**src/rtl/mem_cmd_pkg.sv**
```systemverilog
package mem_cmd_pkg;

    // byte address width seen by both request ports
    localparam int ADDR_W = 32;

    // data word and write mask width
    localparam int DATA_W = 32;

    // bytes per word, used for the word-address shift
    localparam int WORD_BYTES = DATA_W / 8;

    // data port command, same three-bit coding as the core side
    typedef enum logic [2:0] {
        MEM_CMD_NOP   = 3'd0,
        MEM_CMD_READ  = 3'd1,
        MEM_CMD_WRITE = 3'd2
    } mem_cmd_e;

endpackage
```
**src/rtl/mem_map_pkg.sv**
```systemverilog
package mem_map_pkg;

    // default geometry, 4 x 64 words
    localparam int DEF_NUM_BANKS  = 4;
    localparam int DEF_BANK_WORDS = 64;

    // bank index from the low word-address bits
    function automatic int unsigned bank_sel(
        input logic [mem_cmd_pkg::ADDR_W-1:0] addr,
        input int unsigned                    num_banks
    );
        return (addr >> $clog2(mem_cmd_pkg::WORD_BYTES)) & (num_banks - 1);
    endfunction

    // row inside the bank, wraps modulo the bank depth
    function automatic int unsigned word_sel(
        input logic [mem_cmd_pkg::ADDR_W-1:0] addr,
        input int unsigned                    num_banks,
        input int unsigned                    bank_words
    );
        return ((addr >> $clog2(mem_cmd_pkg::WORD_BYTES)) >> $clog2(num_banks))
            & (bank_words - 1);
    endfunction

endpackage

```
**src/rtl/mem_bank.sv**
```systemverilog
module mem_bank #(
    parameter int  BANK_WORDS = mem_map_pkg::DEF_BANK_WORDS,
    localparam int ROW_W      = (BANK_WORDS > 1) ? $clog2(BANK_WORDS) : 1
) (
    input  logic                           clk,
    input  logic                           rst_n,
    input  logic                           start,
    input  logic                           write,
    input  logic [ROW_W-1:0]               row,
    input  logic [mem_cmd_pkg::DATA_W-1:0] wdata,
    input  logic [mem_cmd_pkg::DATA_W-1:0] wmask,
    output logic                           ready,
    output logic                           rvalid,
    output logic [mem_cmd_pkg::DATA_W-1:0] rdata
);
    import mem_cmd_pkg::*;

    logic [DATA_W-1:0] mem [BANK_WORDS];
    logic              recover;
    logic              accept;

    assign accept = start && ready;

    // no access in the cycle after a write
    assign ready = !recover;

    always_ff @(posedge clk) begin
        if (accept) begin
            if (write) begin
                // bitwise merge under the mask
                mem[row] <= (mem[row] & ~wmask) | (wdata & wmask);
            end else begin
                rdata <= mem[row];
            end
        end
    end

    always_ff @(posedge clk or negedge rst_n) begin
        if (!rst_n) begin
            rvalid  <= 1'b0;
            recover <= 1'b0;
        end else begin
            rvalid  <= accept && !write;
            recover <= accept && write;
        end
    end

endmodule

```
**config.mk**
```make
export PLATFORM = sky130hd
export DESIGN_NAME = mem_bank
export DESIGN_NICKNAME = d
export VERILOG_FILES = /design/src/rtl/mem_cmd_pkg.sv /design/src/rtl/mem_map_pkg.sv /design/src/rtl/mem_bank.sv
export SDC_FILE = /design/constraint.sdc
export NUM_CORES = 2
export LEC_CHECK = 0
export BUFFER_PORTS_ARGS = -buffer_cell sky130_fd_sc_hd__buf_2
export CORE_MARGIN = 4
export CORE_UTILIZATION = 40
export CTS_BUF_LIST = sky130_fd_sc_hd__clkbuf_8
export DETAILED_ROUTE_END_ITERATION = 8
export RECOVER_POWER = 25
export SETUP_SLACK_MARGIN = 0.4
export SYNTH_ARGS = -nofsm -noshare
export SYNTH_HDL_FRONTEND = slang
export SYNTH_SLANG_ARGS = --single-unit
```
**constraint.sdc**
```tcl
create_clock -name clk -period 6.7 [get_ports clk]
set_input_delay 1.005 -clock clk [delete_from_list [all_inputs] [get_ports clk]]
set_output_delay 1.005 -clock clk [all_outputs]
set_load 0.1 [all_outputs]
```
==> metrics.txt <==
outcome complete, but fails checks; failing checks capacitance limit, slew limit; Sw Share 0.239; Clock Path Buffers 4; Post-CTS Setup Bufs 0; number of flops mapped to enable cells by yosys 2080; Syn Area/Cell 18.3 um^2; H-tree Lvls 5; Finished Core Util 0.458; DR vias 46200; met3 global-route usage 0.0376; Worst R2R Path Depth 6; Antenna Nets Post-Route 0; # resized after CTS 0; DRC Markers 0; class of the worst hold path in -> async; hpwl dp 138 mm; root buf cell clkbuf_8; Static Leakage 0.0284 uW; RSZ-0062 raised after global routing no; Clock Sinks 2082; core box area 197000 um^2; clk slew on worst S/H paths 0.05 ns; Final Non-Filler Cells 7601; combinational power share 0.070; CP Max Fanout 100; vias in the first global route 45400; Top Ports 108; Pwr Density 295 nW/um^2; CP endpoint kind flop; hold slack 0.281 ns; RR Endpoint mem[24][20]; largest net degree at the start of global routing 101; Seq/Total Area, Yosys 0.786; VDD IR max 0.248 mV; Num CTS Buffers 354; met2 usage 0.354; Via density 6.08; Row Count 163; ys async rst share 0.000961; switching pwr 6370 uW; Die Width 454 um; Clock Latency Late Sink 1.08 ns; Max transition margin -1.19; CTS tree built; Main synth FF type edfxtp_1; number of warnings issued by yosys 0; DR pass1 iterations 6; post-synth top area share 0.786; initial antenna violation count 8; Vert. Die Dim 454 um; top cells by area, synth edfxtp_1 79%, a22oi_1 3.2%, mux4_2 2.8%, a221oi_1 2.6%, mux2i_1 1.9%; Period Utilization, post-route 0.848; proportion of layout cells with a drive suffix above 1 0.185; synthesized area 79500 um^2; cell with the most instances after synthesis edfxtp_1; GR Overflow Total 0; Slew Viols, Final 740; placed insts 6993; cell-internal power 20300 uW; final setup margin 1.02 ns; Final TNS setup 0 ns; clock skew 0.0856 ns; GRT busiest layer met2; Layout area overhead 13.8%; Starting Density 0.403; commonest cells in the netlist 2080 x edfxtp_1, 339 x a22oi_1, 232 x a221oi_1; Clock Power Share 0.379; hold_buf cts 1; FMAX 0.176 GHz; NumNets Final 4784; Final min period 5.68 ns; Distinct cells, synth 70; Slew @ Worst Pin 3.29 ns; Post-Synthesis Net Count 4423; final setup fails 0; Yosys reg bits 2082; Final Hold Vio Count 0; max-cap violation count 42; GRT Util Overall 0.227; IO buf count 107; WS Path Type in -> reg; CP arrival 6.35 ns; area leader, netlist edfxtp_1; die area 206000 um^2; sequential share of power 0.551; initial DRC count 5960; met1 usage 0.308; final WL 238 mm; reg-to-reg startpoint recover; dpl ws 1.18 ns; detail-routed net length per standard cell 31.3 um; final weighted congestion in routability-driven placement 0.835; first-pass GRT wire length 336 mm; Cells after Synth 4349; CP required 7.37 ns; crit start category input port; worst reg-to-reg setup slack 1.40 ns
power by group through the flow:
| stage | Sequential [uW] | Combinational (uW) | Clock, uW |
|---|---|---|---|
| final | 14700 | 1870 | 10100 |
| after detailed placement | 15000 | 1890 | 0 |
| after CTS | 14700 | 1890 | 10200 |
| after global placement | 15000 | 1850 | 0 |
| after global routing | 14700 | 1970 | 10900 |
| after floorplan | 15100 | 918 | 0 |
worst max-delay path: stages:
cell and delay, ns:
buf_8 0.34, buf_12 0.45, and3b_1 0.31, clkbuf_1 0.80
nand2_1 0.54, nor2_1 1.95, buf_4 0.56
cell usage in the layout, fill, tap and decap left out, types with 69 or more instances in the layout:
| master | n |
|---|---|
| a21oi_1 | 129 |
| a221oi_1 | 232 |
| a22oi_1 | 339 |
| buf_2 | 69 |
| buf_4 | 165 |
| clkbuf_8 | 360 |
| clkinv_1 | 93 |
| edfxtp_1 | 2080 |
| inv_1 | 139 |
| mux2i_1 | 152 |
| mux4_2 | 100 |
| nand2_1 | 100 |
| nor2_1 | 126 |
| o22ai_1 | 168 |
sequential cells by signal (all words and copies together) (netlist names):
register and count:
mem 2048, rdata 32, recover 1, rvalid 1
cell type report:
type                            instances  area, um^2
Clock buffer                          360        4950
Tap cell                             2640        3300
Inverter                               31         119
Sequential cell                      2082       62500
Multi-Input combinational cell       1917       16000
Clock inverter                        239        1100
Fill cell                           17100      107000
Antenna cell                            8        20.0
Timing Repair Buffer                  324        2400
metal layers:
layer | part of all wire | up-vias
li1 | - | 19000
met1 | 0.39 | 24000
met2 | 0.47 | 2576
met3 | 0.087 | 533
met4 | 0.053 | 0
met5 | 0 | -
through the flow:
stage               instance area (um^2)  power, uW
finish                             90400      26700
global route                       90400      27500
CTS                                90900      26800
detailed placement                 84800      16900
global placement                   84700      16800
floorplan                          79500      16000
logic make-up (layout without fill, tap and decap cells):
family | Yosys count | after routing | synth area share
compound gates | 1131 | 1131 | 0.105
buf+inv | 350 | 954 | 0.0220
flops | 2082 | 2082 | 0.786
mux | 314 | 314 | 0.0563
other cells | 0 | 8 | 0
simple gates | 472 | 472 | 0.0306
worst max path at each step:
stage / from / endpoint / slack, ns / cells after the start
6_report: row[2] / mem[62][15] / 1.02 / 7
5_1_grt: row[1] / mem[59][11] / 1.08 / 6
4_1_cts: row[1] / mem[36][25] / 2.29 / 10
3_5_place_dp: row[1] / mem[13][25] / 1.18 / 10
3_3_place_gp: row[1] / mem[38][22] / 0.83 / 9
2_1_floorplan: row[1] / mem[0][11] / 1.75 / 10
Power figures use the tool's default switching activity.
