==> src/rtl/mem_cmd_pkg.sv <==
package mem_cmd_pkg;

    // byte address width seen by both request ports
    localparam int ADDR_W = 32;

    // data word and write mask width
    localparam int DATA_W = 32;

    // bytes per word, used for the word-address shift
    localparam int WORD_BYTES = DATA_W / 8;

    // data port command, same three-bit coding as the core side
    typedef enum logic [2:0] {
        MEM_CMD_NOP   = 3'd0,
        MEM_CMD_READ  = 3'd1,
        MEM_CMD_WRITE = 3'd2
    } mem_cmd_e;

endpackage
==> src/rtl/mem_map_pkg.sv <==
package mem_map_pkg;

    // default geometry, 4 x 64 words
    localparam int DEF_NUM_BANKS  = 4;
    localparam int DEF_BANK_WORDS = 64;

    // bank index from the low word-address bits
    function automatic int unsigned bank_sel(
        input logic [mem_cmd_pkg::ADDR_W-1:0] addr,
        input int unsigned                    num_banks
    );
        return (addr >> $clog2(mem_cmd_pkg::WORD_BYTES)) & (num_banks - 1);
    endfunction

    // row inside the bank, wraps modulo the bank depth
    function automatic int unsigned word_sel(
        input logic [mem_cmd_pkg::ADDR_W-1:0] addr,
        input int unsigned                    num_banks,
        input int unsigned                    bank_words
    );
        return ((addr >> $clog2(mem_cmd_pkg::WORD_BYTES)) >> $clog2(num_banks))
            & (bank_words - 1);
    endfunction

endpackage

==> src/rtl/bank_return_merge.sv <==
module bank_return_merge #(
    parameter int  NUM_BANKS = mem_map_pkg::DEF_NUM_BANKS,
    localparam int IDX_W     = (NUM_BANKS > 1) ? $clog2(NUM_BANKS) : 1
) (
    input  logic [NUM_BANKS-1:0]                          bank_ready,
    input  logic [NUM_BANKS-1:0]                          bank_rvalid,
    input  logic [NUM_BANKS-1:0][mem_cmd_pkg::DATA_W-1:0] bank_rdata,
    input  logic [IDX_W-1:0]                              bank_index,
    output logic                                          sel_ready,
    output logic                                          mem_rvalid,
    output logic [mem_cmd_pkg::DATA_W-1:0]                mem_rdata
);
    import mem_cmd_pkg::*;

    // ready of the bank the arbiter is addressing
    assign sel_ready = bank_ready[bank_index];

    // only one bank answers per cycle
    assign mem_rvalid = |bank_rvalid;

    // one-hot select, OR of the gated words
    always_comb begin
        mem_rdata = '0;
        for (int b = 0; b < NUM_BANKS; b++) begin
            mem_rdata |= bank_rdata[b] & {DATA_W{bank_rvalid[b]}};
        end
    end

endmodule

==> config.mk <==
export PLATFORM = sky130hd
export DESIGN_NAME = bank_return_merge
export DESIGN_NICKNAME = d
export VERILOG_FILES = /design/src/rtl/mem_cmd_pkg.sv /design/src/rtl/mem_map_pkg.sv /design/src/rtl/bank_return_merge.sv
export SDC_FILE = /design/constraint.sdc
export NUM_CORES = 1
export LEC_CHECK = 0
export BUFFER_PORTS_ARGS = -buffer_cell sky130_fd_sc_hd__buf_4
export CORE_AREA = 2 2 66 68
export DETAILED_ROUTE_END_ITERATION = 10
export DIE_AREA = 0 0 68 70
export PLACE_DENSITY = 0.67
export SYNTH_ARGS = -nofsm -noshare
export SYNTH_HDL_FRONTEND = slang
export SYNTH_SLANG_ARGS = --single-unit
export TNS_END_PERCENT = 10
==> constraint.sdc <==
create_clock -name vclk -period 0.8
set_input_delay 0 -clock vclk [all_inputs]
set_output_delay 0 -clock vclk [all_outputs]
set_load 0.02 [all_outputs]
==> results of run 1 <==
## per-stage QoR
step / area, sq um / worst slack [ps]
floorplan: 716.9 / 124.1
global placement: 2058 / -5.479
detailed placement: 2058 / -4.906
CTS: 2062 / 11.16
global route: 2107 / -7.566
finish: 2107 / 13.68
## worst max path at each step
stage	to
floorplan	mem_rvalid
global placement	mem_rvalid
detailed placement	mem_rvalid
CTS	mem_rvalid
global route	mem_rdata[14]
finish	mem_rvalid
## placed cells by master (no fill, tap or decap), drive strengths merged
cell,netlist,routed
nand2,32,32
or4,1,1
mux4,1,1
a22oi,64,64
buf,13,181
## final cells by class
type,count,share of cell area (%)
repair buffers,181,64.67
multi-input cells,98,32.24
well taps,52,3.088
## cell usage after synthesis, drive strengths merged
cell and count:
a22oi 64, buf 13, clkbuf 3, mux4 1, nand2 32, or4 1
## where the power goes
group / total, W / switching (W) / internal [W]
clock: 0 / 0 / 0
combinational: 0.00136 / 0.000567 / 0.000794
sequential: 0 / 0 / 0
total: 0.00136 / 0.000567 / 0.000794
## logic make-up after synthesis
group / Yosys count / share of synthesized area (%)
and+or+nand+nor: 33 / 18.33
buffers and inverters: 16 / 11.52
muxes: 1 / 3.141
AOI/OAI and AO/OA: 64 / 67.02
## metal layers
metal	part of all wire [%]	global-route usage (%)	vias up
met5	0	0	-
met4	0.87	1.556	0
met3	14	3.704	4
met2	52	35.28	107
met1	33	20.21	690
li1	-	-	789
==> run metrics, run 1 <==
final total power=0.001361 W; first-pass GRT wire length=6989 um; Util after Layout=50.85%; area of the mapped netlist=around 720 sq um; HP Start=bank_rdata[55]; Seq cells=0; drt via density=between 4 and 5; Fillers=443; post-DR wirelength/cell=about 14 um; RSZ-0062 raised after global routing=true; area leader, netlist=a22oi_1; FMAX=~1300 MHz; CP Capture Type=output pin; die footprint=4760 sq um; # nets final=419; Crit path max-delay family=simple AND/OR/NAND/NOR gates; area delta synth->final=193.9%; status=finished, final reports clean; WHS Endpoint=mem_rdata[23]; drt total wl=4732 um; Ports=about 170; initial antenna violation count=0; worst-margin pin slew=253.0 ps; Yosys warning count=0; FF/Latch Area=0 sq um; share of the synthesized area in the top cell type=67.02%; Starting Density=between 10% and 20%; n_diodes=0; ANT nets after route=0; multi-input logic area=679.4 sq um; Layout Cells excl Fill=around 330; critical path class=input port to output pin; max-slew violation count=0; Rows=24; router iterations before antenna repair=4; Die W=68 um; number of hold buffers added after CTS=0; Die Y=~70 um; HP Class=input port to output pin; Synth cell types=7; vias in the first global route=roughly 1600; Final setup viols=0; Critical Path Stages=3; setup TNS=0 ps; Via Count=1590; Placer Congestion=~0.79; Post-CTS Setup Bufs=0; Placed Instances=331; critical path's slowest cell=or4_4; buffers and inverters on the worst path=2; Max-Cap Viols=0; dpl hpwl=slightly below 4000 um; power density cells=646.1 nW/um^2; Critical Path Source Type=input port; CTS resizes=1; Crit. Startpoint=bank_rvalid[0]; Req. time, crit path=800 ps; synthesized net count=between 200 and 300; total track usage=18.18%; Pleak=1.124 nW; Arr. time, crit path=790 ps; WHS Path Cells=4; min Tclk post-route=786.3 ps; Mapped Avg Cell Area=6.289 sq um; CP peak stage delay=roughly 520 ps; synth top area cells=a22oi_1 67%, nand2_1 17%, buf_2 8.4%, mux4_2 3.1%, buf_6 1.6%; grt ovf=0; Core Area=4144 sq um; Syn Inst Count=114; sequential fraction of the synthesis area=0%; final hold slack=298.5 ps; clock buf count=0; layout cell share with drive strength beyond 1=68.82%; Fin. Hold Viols=0; Slew headroom=83.14%; largest net degree at the start of global routing=21; DRC errors left=0; CP Max Fanout=3; port buffer count=around 170; DRT iter0 DRCs=56; Worst VDD drop=roughly 0.00026 V; period utilization=98.29%; worst path cell trace=buf_4 -> or4_4 -> buf_6
No activity file was read; power rests on OpenSTA's default activity.
==> run 2, diff against run 1 <==
--- a/config.mk
+++ b/config.mk
@@ -6,10 +6,11 @@
 export NUM_CORES = 1
 export LEC_CHECK = 0
 export BUFFER_PORTS_ARGS = -buffer_cell sky130_fd_sc_hd__buf_4
-export CORE_AREA = 2 2 66 68
+export CORE_ASPECT_RATIO = 1.1
+export CORE_MARGIN = 10
+export CORE_UTILIZATION = 23
 export DETAILED_ROUTE_END_ITERATION = 10
-export DIE_AREA = 0 0 68 70
-export PLACE_DENSITY = 0.67
+export PLACE_DENSITY = 0.83
 export SYNTH_ARGS = -nofsm -noshare
 export SYNTH_HDL_FRONTEND = slang
 export SYNTH_SLANG_ARGS = --single-unit
==> run 2 against run 1 <==
Compared with the run above: via count shrank 0.57%; critical path depth is the same; critical path type unchanged; total power grew 0.79%; sequential cell count is the same; clock-buffer cell count is the same; fmax shrank 0.16%; largest power group unchanged; routed wire length grew 24%; worst hold slack gained 7.8 ps; first-iteration DRC count grew 50%; cell count shrank 5.1%; non-clock buffer count grew 1.
==> run metrics, run 2 (synthesis results as in run 1) <==
status=finished, final reports clean; CP peak stage delay=520 ps (about the same); Arr. time, crit path=790 ps (about the same); final hold slack=306.3 ps (+7.803 ps); RSZ-0062 raised after global routing=true; Pleak=1.136 nW (+1.1%); FF/Latch Area=0 sq um (unchanged); Crit path max-delay family=simple AND/OR/NAND/NOR gates; Critical Path Source Type=input port; router iterations before antenna repair=4 (unchanged); worst-margin pin slew=195.9 ps (-57.02 ps); die footprint=5753 sq um (+21%); commonest non-fill, non-tap cell in the layout=buf_4; number of hold buffers added after CTS=0 (unchanged); power density cells=655.9 nW/um^2 (+1.5%); post-DR wirelength/cell=18.64 um (+30%); buffers and inverters on the worst path=2 (unchanged); CP Capture Type=output pin; Die Y=78.56 um (+12%); CP Max Fanout=3 (unchanged); Max-Cap Viols=0 (unchanged); Req. time, crit path=800 ps (about the same); fin area=2092 sq um (-0.71%); port buffer count=172 (unchanged); max-slew violation count=0 (unchanged); critical path's slowest cell=or4_4; DRC errors left=0 (unchanged); FMAX=1270 MHz (-0.16%); area delta synth->final=191.8%; Via Count=1581 (-0.57%); most frequent cells in the layout=179 x buf_4, 60 x a22oi_1, 32 x nand2_1; largest net degree at the start of global routing=18 (-14%); period utilization=98.45% (+0.16 points); first-pass GRT wire length=8500 um (+22%); Slew headroom=86.94% (+3.8 points); dpl hpwl=5240 um (+35%); Starting Density=23.73% (+6.4 points); worst path cell trace=buf_4 -> or4_4 -> buf_6; # nets final=420 (+0.24%); drt total wl=5852 um (+24%); total track usage=17.80% (-0.38 points); Placer Congestion=0.8903 (+13%); Rows=21 (-13%); layout cell share with drive strength beyond 1=67.14% (-1.7 points); Final setup viols=0 (unchanged); Worst VDD drop=0.0004547 V (+77%); Die W=73.23 um (+7.7%); Core Area=3022 sq um (-27%); vias in the first global route=1714 (+11%); Ports=172 (unchanged); Area after DPL=2068 sq um (+0.49%); grt ovf=0 (unchanged); critical path class=input port to output pin; initial antenna violation count=0 (unchanged); Seq cells=0 (unchanged); DRT iter0 DRCs=84 (+50%); min Tclk post-route=787.6 ps (+1.279 ps); Fin. Hold Viols=0 (unchanged); ANT nets after route=0 (unchanged); clock buf count=0 (unchanged); drt via density=5.035 (+4.8%); HP Class=input port to output pin; n_diodes=0 (unchanged)
[run 2: cell types whose count changed in the layout (fill, tap and decap cells not counted), sizes merged]
cell,previous run,this run
buf,181,182
[run 2: final timing paths]
path,from,endpoint,slack [ps],cells after the start
worst max-delay path,bank_rvalid[0],mem_rvalid,10,3
worst min-delay path,bank_rdata[53],mem_rdata[21],310,4
[run 2: power breakdown]
group          switching (W)  internal [W]
clock                      0             0
sequential                 0             0
combinational       0.000569      0.000803
[run 2: metal layers]
| metal | track usage (%) | vias up | wire length [um] |
|---|---|---|---|
| met2 | 34.08 | 85 | 3142 |
| met1 | 17.61 | 701 | 1978 |
| met5 | 0 | - | 0 |
| met4 | 1.521 | 0 | 57 |
| met3 | 7.547 | 4 | 674 |
| li1 | - | 791 | - |
[run 2: repair_timing]
item                                   CTS  global route
buffers inserted                         0             0
endpoints found under the hold margin    0             0
setup endpoints to repair                1             4
gates resized for setup                  1             4
[run 2: area by class of cell]
| type | instances | area (sq um) |
|---|---|---|
| Fill cell | 286 | 929.6 |
| Timing Repair Buffer | 182 | 1395 |
| Tap cell | 34 | 42.54 |
| Multi-Input combinational cell | 98 | 654.4 |
[run 2: through the flow]
stage | cells | power (W) | utilization (%) | TNS, ps | setup WS (ps)
after global placement | 314 | 0.001356 | 68.45 | 0 | 3.651
after global routing | 314 | 0.001476 | 69.23 | -0.1073 | -0.1073
final | 314 | 0.001372 | 69.23 | 0 | 12.40
after CTS | 314 | 0.001371 | 68.57 | 0 | 12.37
after detailed placement | 314 | 0.001368 | 68.45 | -0.2368 | -0.2368
after floorplan | 114 | 0.0005311 | - | 0 | 124.1
==> run 3, diff against run 2 <==
--- a/config.mk
+++ b/config.mk
@@ -5,12 +5,14 @@
 export SDC_FILE = /design/constraint.sdc
 export NUM_CORES = 1
 export LEC_CHECK = 0
+export ABC_AREA = 1
+export ABC_CLOCK_PERIOD_IN_PS = 800
 export BUFFER_PORTS_ARGS = -buffer_cell sky130_fd_sc_hd__buf_4
 export CORE_ASPECT_RATIO = 1.1
 export CORE_MARGIN = 10
-export CORE_UTILIZATION = 23
+export CORE_UTILIZATION = 28
 export DETAILED_ROUTE_END_ITERATION = 10
-export PLACE_DENSITY = 0.83
+export PLACE_DENSITY = 0.86
 export SYNTH_ARGS = -nofsm -noshare
 export SYNTH_HDL_FRONTEND = slang
 export SYNTH_SLANG_ARGS = --single-unit
==> run 3 against run 2 <==
Compared with the run above: total power shrank 2.8%; synthesized cell count grew 68%; cell count grew 22%; setup slack improved by 95 ps; utilization is 1.3 points lower; fmax rose by 14%; global-route usage grew 0.86 points; clock-buffer cell count stayed put; synthesized area rose by 30%; largest cell class unchanged; combinational power decreased by 3%; non-clock buffer count is 8 lower; critical endpoint is now mem_rdata[26]; critical path depth is 1 higher.
==> run metrics, run 3 <==
Via Count=1836 (+16%); Req. time, crit path=800 ps (about the same); power density cells=627.7 nW/um^2 (-4.3%); # nets final=490 (+17%); DRC errors left=0 (unchanged); status=finished, final reports clean; most frequent cells after synthesis=132 x nand2_1, 32 x nand4_1, 16 x buf_6; first-pass GRT wire length=9128 um (+7.4%); router iterations before antenna repair=4 (unchanged); Die Y=80.48 um (+2.4%); min Tclk post-route=692.8 ps (-94.84 ps); Placer Congestion=0.8241 (-7.4%); area of the mapped netlist=930.9 sq um (+30%); Slew headroom=76.99% (-9.9 points); Fin. Hold Viols=0 (unchanged); Critical Path Source Type=input port; total track usage=18.66% (+0.86 points); max-slew violation count=0 (unchanged); dpl hpwl=5312 um (+1.4%); clock buf count=0 (unchanged); Synth cell types=8 (+1); FMAX=1444 MHz (+14%); setup TNS=0 ps (unchanged); RSZ-0062 raised after global routing=false; Die W=74.98 um (+2.4%); worst-margin pin slew=345.2 ps (+149.2 ps); critical path class=input port to output pin; Syn Inst Count=192 (+68%); port buffer count=172 (unchanged); period utilization=86.59% (-12 points); die footprint=6034 sq um (+4.9%); area delta synth->final=128.2%; Ports=172 (unchanged); initial antenna violation count=0 (unchanged); DRT iter0 DRCs=123 (+46%); Max-Cap Viols=0 (unchanged); commonest non-fill, non-tap cell in the layout=buf_4; Post-CTS Setup Bufs=0 (unchanged); CTS resizes=0 (-1); area leader, netlist=nand2_1; layout cell share with drive strength beyond 1=50.57% (-17 points); HP Class=input port to output pin; drt via density=4.781 (-5.0%); vias in the first global route=1891 (+10%); synth top area cells=nand2_1 53%, nand4_1 22%, buf_6 19%, inv_1 2.4%, nand2_2 1.3%; Arr. time, crit path=690 ps (-100 ps); largest net degree at the start of global routing=34 (+16); WHS Path Cells=4 (unchanged); Rows=21 (unchanged); ANT nets after route=0 (unchanged); most frequent cells in the layout=172 x buf_4, 132 x nand2_1, 32 x nand4_1; sequential fraction of the synthesis area=0% (unchanged); HP Start=bank_rdata[47]; Util after Layout=67.95% (-1.3 points); Core Area=3127 sq um (+3.5%); number of hold buffers added after CTS=0 (unchanged); share of the synthesized area in the top cell type=53.23% (-14 points); synthesized net count=330 (+31%); CP Capture Type=output pin; grt ovf=0 (unchanged); Worst VDD drop=0.0003982 V (-12%); Pleak=1.235 nW (+8.7%); Seq cells=0 (unchanged); Starting Density=29.77% (+6.0 points); CP Max Fanout=33 (+30); FF/Latch Area=0 sq um (unchanged); final hold slack=308.2 ps (+1.832 ps); Yosys warning count=0 (unchanged); n_diodes=0 (unchanged); Final setup viols=0 (unchanged); Crit. Startpoint=bank_rvalid[3]; Mapped Avg Cell Area=4.848 sq um (-23%); post-DR wirelength/cell=16.33 um (-12%); most frequent cell after synthesis=nand2_1; drt total wl=6270 um (+7.1%)
-- run 3: cell count changes after synthesis, sizes merged --
cell	before	now
nand2	32	134
a22oi	64	0
nand4	0	32
inv	0	6
buf	13	16
clkbuf	3	0
nand3	0	2
nor2	0	2
mux4	1	0
or4	1	0
-- run 3: power breakdown --
group / internal (W) / switching, W / leakage [nW]
registers: 0 / 0 / 0
logic: 0.000741 / 0.000593 / 1.24
clock network: 0 / 0 / 0
-- run 3: final cells by class --
type | instances | area, sq um
repair buffers | 174 | 1331
well taps | 34 | 42.54
multi-input cells | 170 | 728.2
inverters | 6 | 22.52
fillers | 306 | 1002
-- run 3: metal layers --
metal  global-route usage, %  vias up  routed length [um]
met1                   17.06      796                2013
met4                   2.273        0                  82
met5                       0        -                   0
met3                   9.225        6                 885
li1                        -      937                   -
met2                   36.39       97                3288
-- run 3: cells by family after synthesis --
kind of cell,Yosys count,share of synthesized area (%)
AND/OR/NAND/NOR,170,78.23
buffers and inverters,22,21.77
-- run 3: stage by stage --
stage	cell area (sq um)	power, W	std cells	setup WS [ps]
floorplan	930.9	0.0005833	192	283.4
global placement	2125	0.001324	384	114.3
detailed placement	2125	0.001336	384	114.3
CTS	2125	0.001340	384	113.9
global route	2125	0.001443	384	33.21
finish	2125	0.001334	384	107.2
-- run 3: path summary, 6_finish.rpt --
path	endpoint	slack (ps)
setup / recovery	mem_rdata[26]	110
hold / removal	mem_rdata[15]	310
-- run 3: critical path, stage by stage --
cell	delay, ps
buf_4	310
nand2_1	100
nand4_1	130
buf_4	160
