**config.mk**
```make
export PLATFORM = sky130hd
export DESIGN_NAME = mem_port_arbiter
export DESIGN_NICKNAME = d
export VERILOG_FILES = /design/src/rtl/mem_cmd_pkg.sv /design/src/rtl/mem_map_pkg.sv /design/src/rtl/mem_port_arbiter.sv
export SDC_FILE = /design/constraint.sdc
export NUM_CORES = 1
export LEC_CHECK = 0
export BUFFER_PORTS_ARGS = -buffer_cell sky130_fd_sc_hd__buf_2
export CAP_MARGIN = 10
export CORE_AREA = 3 3 121 123
export CTS_CLUSTER_DIAMETER = 100
export DETAILED_ROUTE_END_ITERATION = 16
export DIE_AREA = 0 0 124 126
export HOLD_SLACK_MARGIN = 0.15
export SLEW_MARGIN = 20
export SYNTH_ARGS = -nofsm -noshare
export SYNTH_HDL_FRONTEND = slang
export SYNTH_SLANG_ARGS = --single-unit
```
**constraint.sdc**
```tcl
create_clock -name clk -period 6.45 [get_ports clk]
set_clock_uncertainty 0.05 [all_clocks]
set_input_delay 1.29 -clock clk [delete_from_list [all_inputs] [get_ports clk]]
set_output_delay 1.29 -clock clk [all_outputs]
set_load 0.05 [all_outputs]
```
**src/rtl/mem_cmd_pkg.sv**
```systemverilog
package mem_cmd_pkg;

    // byte address width seen by both request ports
    localparam int ADDR_W = 32;

    // data word and write mask width
    localparam int DATA_W = 32;

    // bytes per word, used for the word-address shift
    localparam int WORD_BYTES = DATA_W / 8;

    // data port command, same three-bit coding as the core side
    typedef enum logic [2:0] {
        MEM_CMD_NOP   = 3'd0,
        MEM_CMD_READ  = 3'd1,
        MEM_CMD_WRITE = 3'd2
    } mem_cmd_e;

endpackage
```
**src/rtl/mem_map_pkg.sv**
```systemverilog
package mem_map_pkg;

    // default geometry, 4 x 64 words
    localparam int DEF_NUM_BANKS  = 4;
    localparam int DEF_BANK_WORDS = 64;

    // bank index from the low word-address bits
    function automatic int unsigned bank_sel(
        input logic [mem_cmd_pkg::ADDR_W-1:0] addr,
        input int unsigned                    num_banks
    );
        return (addr >> $clog2(mem_cmd_pkg::WORD_BYTES)) & (num_banks - 1);
    endfunction

    // row inside the bank, wraps modulo the bank depth
    function automatic int unsigned word_sel(
        input logic [mem_cmd_pkg::ADDR_W-1:0] addr,
        input int unsigned                    num_banks,
        input int unsigned                    bank_words
    );
        return ((addr >> $clog2(mem_cmd_pkg::WORD_BYTES)) >> $clog2(num_banks))
            & (bank_words - 1);
    endfunction

endpackage

```
**src/rtl/mem_port_arbiter.sv**
```systemverilog
module mem_port_arbiter #(
    parameter int   NUM_BANKS  = mem_map_pkg::DEF_NUM_BANKS,
    parameter int   BANK_WORDS = mem_map_pkg::DEF_BANK_WORDS,
    localparam int  IDX_W      = (NUM_BANKS > 1) ? $clog2(NUM_BANKS) : 1,
    localparam int  ROW_W      = (BANK_WORDS > 1) ? $clog2(BANK_WORDS) : 1
) (
    input  logic                             clk,
    input  logic                             rst_n,

    // fetch port
    input  logic                             inst_start,
    output logic                             inst_ready,
    input  logic [mem_cmd_pkg::ADDR_W-1:0]   i_addr,
    output logic                             inst_valid,
    output logic [mem_cmd_pkg::DATA_W-1:0]   inst,

    // data port
    input  mem_cmd_pkg::mem_cmd_e            d_cmd,
    output logic                             d_cmd_ready,
    input  logic [mem_cmd_pkg::ADDR_W-1:0]   d_addr,
    input  logic [mem_cmd_pkg::DATA_W-1:0]   wdata,
    input  logic [mem_cmd_pkg::DATA_W-1:0]   wmask,
    output logic                             rdata_valid,
    output logic [mem_cmd_pkg::DATA_W-1:0]   rdata,

    // shared bank command
    output logic [NUM_BANKS-1:0]             bank_start,
    output logic [IDX_W-1:0]                 bank_index,
    output logic                             bank_write,
    output logic [ROW_W-1:0]                 bank_row,
    output logic [mem_cmd_pkg::DATA_W-1:0]   bank_wdata,
    output logic [mem_cmd_pkg::DATA_W-1:0]   bank_wmask,

    // from the return merger
    input  logic                             sel_ready,
    input  logic                             mem_rvalid,
    input  logic [mem_cmd_pkg::DATA_W-1:0]   mem_rdata
);
    import mem_cmd_pkg::*;
    import mem_map_pkg::*;

    typedef enum logic [1:0] {
        S_IDLE,
        S_WAIT_READY,
        S_WAIT_READ
    } state_e;

    state_e            state;
    logic              cmd_is_inst;
    mem_cmd_e          save_d_cmd;
    logic [ADDR_W-1:0] save_i_addr;
    logic [ADDR_W-1:0] save_d_addr;
    logic [DATA_W-1:0] save_wdata;
    logic [DATA_W-1:0] save_wmask;

    logic              iss_req;
    logic              iss_write;
    logic [ADDR_W-1:0] iss_addr;
    logic [DATA_W-1:0] iss_wdata;
    logic [DATA_W-1:0] iss_wmask;
    logic              issue;

    // pick the request to put on the banks this cycle
    always_comb begin
        iss_req   = 1'b0;
        iss_write = 1'b0;
        iss_addr  = save_d_addr;
        iss_wdata = save_wdata;
        iss_wmask = save_wmask;
        unique case (state)
            S_IDLE: begin
                // fetch goes first when both arrive together
                iss_req   = inst_start || (d_cmd != MEM_CMD_NOP);
                iss_write = !inst_start && (d_cmd == MEM_CMD_WRITE);
                iss_addr  = inst_start ? i_addr : d_addr;
                iss_wdata = wdata;
                iss_wmask = wmask;
            end
            S_WAIT_READY: begin
                iss_req   = 1'b1;
                iss_write = !cmd_is_inst && (save_d_cmd == MEM_CMD_WRITE);
                iss_addr  = cmd_is_inst ? save_i_addr : save_d_addr;
            end
            S_WAIT_READ: begin
                // held data command follows in the fetch response cycle
                iss_req   = mem_rvalid && cmd_is_inst && (save_d_cmd != MEM_CMD_NOP);
                iss_write = save_d_cmd == MEM_CMD_WRITE;
            end
            default: ;
        endcase
    end

    assign bank_index = IDX_W'(bank_sel(iss_addr, NUM_BANKS));
    assign bank_row   = ROW_W'(word_sel(iss_addr, NUM_BANKS, BANK_WORDS));
    assign bank_write = iss_write;
    assign bank_wdata = iss_wdata;
    assign bank_wmask = iss_wmask;
    assign issue      = iss_req && sel_ready;

    always_comb begin
        bank_start = '0;
        bank_start[bank_index] = issue;
    end

    assign inst_ready  = state == S_IDLE;
    assign d_cmd_ready = state == S_IDLE;

    // responses steered by the outstanding-fetch flag
    assign inst_valid  = (state == S_WAIT_READ) && mem_rvalid && cmd_is_inst;
    assign rdata_valid = (state == S_WAIT_READ) && mem_rvalid && !cmd_is_inst;
    assign inst        = mem_rdata;
    assign rdata       = mem_rdata;

    // request copies, captured on every idle cycle
    always_ff @(posedge clk) begin
        if (state == S_IDLE) begin
            save_i_addr <= i_addr;
            save_d_addr <= d_addr;
            save_wdata  <= wdata;
            save_wmask  <= wmask;
        end
    end

    always_ff @(posedge clk or negedge rst_n) begin
        if (!rst_n) begin
            state       <= S_IDLE;
            cmd_is_inst <= 1'b0;
            save_d_cmd  <= MEM_CMD_NOP;
        end else begin
            unique case (state)
                S_IDLE: begin
                    save_d_cmd  <= d_cmd;
                    cmd_is_inst <= inst_start;
                    if (iss_req) begin
                        if (!issue) begin
                            state <= S_WAIT_READY;
                        end else if (!iss_write) begin
                            state <= S_WAIT_READ;
                        end
                    end
                end
                S_WAIT_READY: begin
                    if (issue) begin
                        state <= iss_write ? S_IDLE : S_WAIT_READ;
                    end
                end
                S_WAIT_READ: begin
                    if (mem_rvalid) begin
                        if (iss_req) begin
                            // fetch done, data command now owns the port
                            cmd_is_inst <= 1'b0;
                            if (!issue) begin
                                state <= S_WAIT_READY;
                            end else begin
                                state <= iss_write ? S_IDLE : S_WAIT_READ;
                            end
                        end else begin
                            state <= S_IDLE;
                        end
                    end
                end
                default: state <= S_IDLE;
            endcase
        end
    end

endmodule

```
==> results_dict.tcl, run 1 <==
set metrics [dict create \
    tns_ns 0 \
    area_growth_syn_to_layout_pct 23.7 \
    drc_errors 0 \
    grt_use_met2_pct 18.7 \
    status "complete, no violations" \
    hold_viol_final 0 \
    postSynthAreaPerCell_um2 12.5 \
    yosys_warnings 0 \
    slew_violations 0 \
    start_util_pct 26.8 \
    synth_cell_types 25 \
    yosys.area.top_type "dfxtp_1" \
    r2r_cells 3 \
    tightest_slew_ns 0.741 \
    antenna_found_initial 0 \
    use_met3_pct 4.04 \
    use_met1_pct 13.1 \
    gr-total-overflow 0 \
    gp_congestion 0.712 \
    peakVddDrop_mv 0.378 \
    ys_ff_latch 86 \
    startpoint_type "primary input" \
    rsz0062_at_grt "no" \
    synthCells 296 \
    synth_most_common_cell "buf_4" \
    syn_nets 464 \
    powerDensity_nw_per_um2 746 \
    hold_end "save_wdata[17]$_DFF_P_" \
    critPathCaptureType "primary output" \
    synth_flop_cell "dfxtp_1" \
    critical_path_class "in2out" \
    numCtsBuffers 9 \
    grt_pass1_vias 2571 \
    hold_start "save_wdata[17]$_DFF_P_" \
    htreeDepth 3 \
    fillers 1411 \
    fp.dieH_um 126 \
    wl_per_cell_um 16.0 \
    wl_um 9330 \
    r2r_slack_ns 4.06 \
    path_clk_slew_ns 0.06 \
    grt_pass1_wl_um 13500 \
    path_max_fanout 10 \
    nNetsFinal 566 \
    setup-violations-final 0 \
    yosysSeqAreaShare_pct 51.9 \
    rows 43 \
    ant_nets 0 \
    cts-hold-fix-buffers 0 \
    slew_headroom_pct 50.5 \
    synth_edf_count 16 \
    grt_max_degree 71 \
    min_path_type "reg2reg" \
    holdPathStages 1 \
    vias 2566 \
    postCtsSetupRepairBufs 0 \
    dp.cells 567 \
    period_share_pct 66.4 \
    ios 313 \
    drt_iter0_markers 87 \
    cts.sinks 86 \
    p_leak_nw 2.03 \
    stdcell_count 583 \
    fp.dieW_um 124 \
    synthTopCellsByArea "dfxtp_1, mux2_2, buf_4" \
    drive_gt1_share_pct 63.4 \
    fin_total_pwr_w 0.00340 \
    period_needed_ns 4.28 \
    cts-root-buf "clkbuf_16" \
    netlist_area_um2 3690 \
    rr_endpoint "save_wdata[13]$_DFF_P_" \
    via_per_inst 4.40 \
    io_buffers 168 \
    dieArea_um2 15600 \
    cap_violations 0 \
    cts_tree "yes" \
    r2r_start "state[0]$_DFFE_PN0P_" \
    fmax_mhz 234 \
    dr.pass1.iters 4 \
    clockBufferDepth 2 \
    synth_top_area_share_pct 34.8 \
    track_usage_pct 11.7 \
    synth_common_cells "buf_4, mux2_2, dfxtp_1" \
    grt_busiest_layer "met2" \
    clock_latency_ns 0.34 \
    hpwl_um 6980 \
    cts_resized 0 \
    critical_path_arrival_ns 2.94 \
    async_flop_share_pct 6.98 \
    required_ns 5.11 \
    coreArea_um2 13800 \
]
==> layer usage <==
metal  share of wire [%]  wire length (um)
met5                   0                 0
met4                 3.9               368
met3                 9.9               925
met2                  48              4520
met1                  38              3510
==> registers in the layout, indices dropped and copies added, names as in the netlist <==
register     flops
state            2
save_d_addr      8
save_i_addr      8
cmd_is_inst      1
save_wdata      32
save_d_cmd       3
save_wmask      32
==> kinds of logic (layout without fill, tap and decap cells) <==
kind of cell	Yosys count	in the layout	share of synthesized area (%)
other	0	1	0
flip-flops	86	86	51.9
AND/OR/NAND/NOR	31	31	4.96
AO/OA/AOI/OAI	25	25	5.16
multiplexers	75	75	22.6
buffers and inverters	79	185	15.4
==> final cells by class <==
| cell class | count | area [um2] | share of cell area [%] |
|---|---|---|---|
| clock inverters | 4 | 75.1 | 1.65 |
| well taps | 180 | 225 | 4.94 |
| multi-input cells | 131 | 1210 | 26.7 |
| inverters | 1 | 3.75 | 0.0823 |
| flip-flops and latches | 86 | 1910 | 41.9 |
| clock buffers | 11 | 264 | 5.79 |
| repair buffers | 169 | 861 | 18.9 |
| diodes | 1 | 2.50 | 0.0549 |
==> worst max-delay path by stage <==
stage / slack (ns) / from / endpoint
after detailed placement: 2.22 / inst_start / bank_start[2]
final: 2.17 / inst_start / bank_start[2]
after global placement: 2.27 / inst_start / bank_start[2]
after global routing: 2.06 / inst_start / bank_start[1]
after floorplan: 1.33 / inst_start / bank_start[1]
after CTS: 2.21 / inst_start / bank_start[2]
==> report_power, final <==
group	switching (W)	internal (W)	leakage, nW
sequential	0.000110	0.000821	0.768
combinational	0.00137	0.000517	1.09
clock	0.000212	0.000373	0.168
total	0.00169	0.00171	2.03
==> metrics by stage <==
stage               worst slack (ns)  area (um2)  hold slack [ns]  util [%]
floorplan                       1.33        3690            0.447         -
global placement                2.27        4220            0.403      30.6
detailed placement              2.22        4220            0.409      30.6
CTS                             2.21        4560            0.424      33.1
global route                    2.06        4560            0.434      33.1
finish                          2.17        4560            0.420      33.1
==> layout by cell type (no fill, tap or decap), types with 2 or more instances in the layout <==
cell type,instances
dfrtp_1,6
a221oi_2,2
o22ai_1,9
mux2_2,67
a221oi_1,6
nand2_1,2
nor3b_1,4
bufinv_16,2
nor3_1,4
buf_2,168
dfxtp_1,64
clkbuf_16,10
mux2i_1,8
nand2b_1,5
nor2b_1,9
a21oi_1,2
edfxtp_1,16
o21ai_0,3
nor2_1,4
==> critical path: stages <==
cell	delay, ns
buf_2	0.22
nor3_1	0.37
a21oi_1	0.15
o21ai_0	0.55
nor3b_1	0.11
buf_2	0.24
Note: power is estimated with default switching activity, not from simulation.
==> inputs of run 2 (changes only) <==
--- a/config.mk
+++ b/config.mk
@@ -7,10 +7,10 @@
 export LEC_CHECK = 0
 export BUFFER_PORTS_ARGS = -buffer_cell sky130_fd_sc_hd__buf_2
 export CAP_MARGIN = 10
-export CORE_AREA = 3 3 121 123
+export CORE_AREA = 3 3 122 124
 export CTS_CLUSTER_DIAMETER = 100
 export DETAILED_ROUTE_END_ITERATION = 16
-export DIE_AREA = 0 0 124 126
+export DIE_AREA = 0 0 125 127
 export HOLD_SLACK_MARGIN = 0.15
 export SLEW_MARGIN = 20
 export SYNTH_ARGS = -nofsm -noshare
==> constraint.sdc (replaced) <==
create_clock -name clk -period 4.2 [get_ports clk]
set_clock_uncertainty 0.05 [all_clocks]
set_input_delay 0.84 -clock clk [delete_from_list [all_inputs] [get_ports clk]]
set_output_delay 0.84 -clock clk [all_outputs]
set_load 0.05 [all_outputs]
==> results_dict.tcl, run 2 (synthesized netlist as in run 1, its figures left out) <==
set metrics [dict create \
    wl_um 9780 \
    p_leak_nw 2.01 \
    path_clk_slew_ns 0.07 \
    required_ns 3.31 \
    clock_latency_ns 0.34 \
    crit_chain "nor2_4 -> buf_4 -> buf_4 -> a221oi_1 -> buf_2" \
    setup_slack_ns 0.626 \
    coreArea_um2 13900 \
    drive_gt1_share_pct 63.8 \
    ant_nets 0 \
    wl_per_cell_um 16.7 \
    clockBufferDepth 2 \
    path_max_fanout 38 \
    dieArea_um2 15900 \
    cts.sinks 86 \
    vias 2571 \
    critical_path_class "reg2out" \
    period_share_pct 85.1 \
    fp.dieW_um 125 \
    r2r_start "state[0]$_DFFE_PN0P_" \
    grt_pass1_wl_um 14300 \
    startpoint_type "flip-flop" \
    dpl_worst_slack_ns 0.912 \
    critical_path_arrival_ns 2.68 \
    start_util_pct 26.6 \
    reg.largest.list "save_wdata: 32 flops, save_wmask: 32 flops" \
    track_usage_pct 11.9 \
    drt_iter0_markers 52 \
    dr.pass1.iters 4 \
    nNetsFinal 569 \
    slew_violations 0 \
    setup-violations-final 0 \
    slew_headroom_pct 51.9 \
    gr-total-overflow 0 \
    critPathMaxStageDelay_ns 0.65 \
    numCtsBuffers 9 \
    rsz0062_at_grt "no" \
    io_buffers 168 \
    cts-hold-fix-buffers 0 \
    post-route-util_pct 32.6 \
    peakVddDrop_mv 0.583 \
    tns_ns 0 \
    via_per_inst 4.39 \
    cts_tree "yes" \
    hold_viol_final 0 \
    htreeDepth 3 \
    n_antenna_cell 0 \
    holdWs_ns 0.269 \
    fp.dieH_um 127 \
    fillers 1430 \
    area_growth_syn_to_layout_pct 22.7 \
    mostFrequentLayoutCell "buf_2" \
    critPathSlowestCell "dfrtp_1" \
    antenna_found_initial 3 \
    gp_congestion 0.694 \
    layout_common_cells "buf_2, mux2_2, dfxtp_1" \
    drc_errors 0 \
    powerDensity_nw_per_um2 1130 \
    rows 43 \
    cp-startpoint "state[0]$_DFFE_PN0P_" \
    ios 313 \
    period_needed_ns 3.57 \
    cap_violations 0 \
    critPathCaptureType "primary output" \
    cts-root-buf "clkbuf_16" \
    postCtsSetupRepairBufs 0 \
    grt_max_degree 39 \
    fmax_mhz 280 \
    status "complete, no violations" \
    tightest_slew_ns 0.721 \
    cts_resized 0 \
    grt_pass1_vias 2677 \
    hpwl_um 7580 \
    cpMostUsedCell "buf_4" \
    min_path_type "in2async" \
]
[run 2: cell count changes in the layout (fill, tap and decap cells not counted), moves of 2 or more]
cell	change
bufinv_16	-2
buf_4	+4
inv_8	+2
inv_6	+2
[run 2: power breakdown]
| part | total (W) | internal (W) | switching (W) |
|---|---|---|---|
| Sequential | 0.00141 | 0.00126 | 0.000155 |
| Clock | 0.000782 | 0.000420 | 0.000362 |
| Combinational | 0.00291 | 0.000797 | 0.00211 |
| Total | 0.00511 | 0.00248 | 0.00263 |
[run 2: worst paths after layout]
path                                            end  slack (ns)  depth (start not counted)
max in group asynchronous      state[0]$_DFFE_PN0P_        3.68                          1
setup / recovery                        bank_row[0]        0.63                          5
hold reg to reg              save_wmask[30]$_DFF_P_        0.42                          1
hold / removal                 state[1]$_DFFE_PN0P_        0.27                          1
setup reg to reg           save_d_addr[7]$_DFFE_PP_        1.89                          3
min in group clk             save_wmask[30]$_DFF_P_        0.42                          1
[run 2: layout make-up]
| type | instances | area (um2) | share of cell area, % |
|---|---|---|---|
| multi-input combinational | 131 | 1210 | 26.9 |
| tap | 180 | 225 | 4.98 |
| inverter | 1 | 3.75 | 0.0830 |
| timing repair buffer | 172 | 871 | 19.2 |
| clock buffer | 9 | 225 | 4.98 |
| clock inverter | 7 | 72.6 | 1.60 |
| sequential | 86 | 1910 | 42.3 |
[run 2: through the flow]
stage / std cells / area (um2) / power, W
final: 586 / 4520 / 0.00511
after global placement: 570 / 4230 / 0.00433
after CTS: 586 / 4520 / 0.00519
after floorplan: 296 / 3690 / 0.00393
after detailed placement: 570 / 4230 / 0.00438
after global routing: 586 / 4520 / 0.00538
[run 2: critical path: cells and delay by family, from the launching register on]
family	cells	cell delay (ns)
flops	1	0.65
simple gates	1	0.46
buf+inv	3	1.07
compound gates	1	0.12
[run 2: routing by layer]
layer / GRT usage [%] / vias to the layer above / share of wire [%]
li1: - / 1193 / -
met1: 11.4 / 1161 / 34
met2: 20.7 / 170 / 51
met3: 6.94 / 41 / 11
met4: 5.36 / 6 / 3.2
met5: 0 / - / 0.42
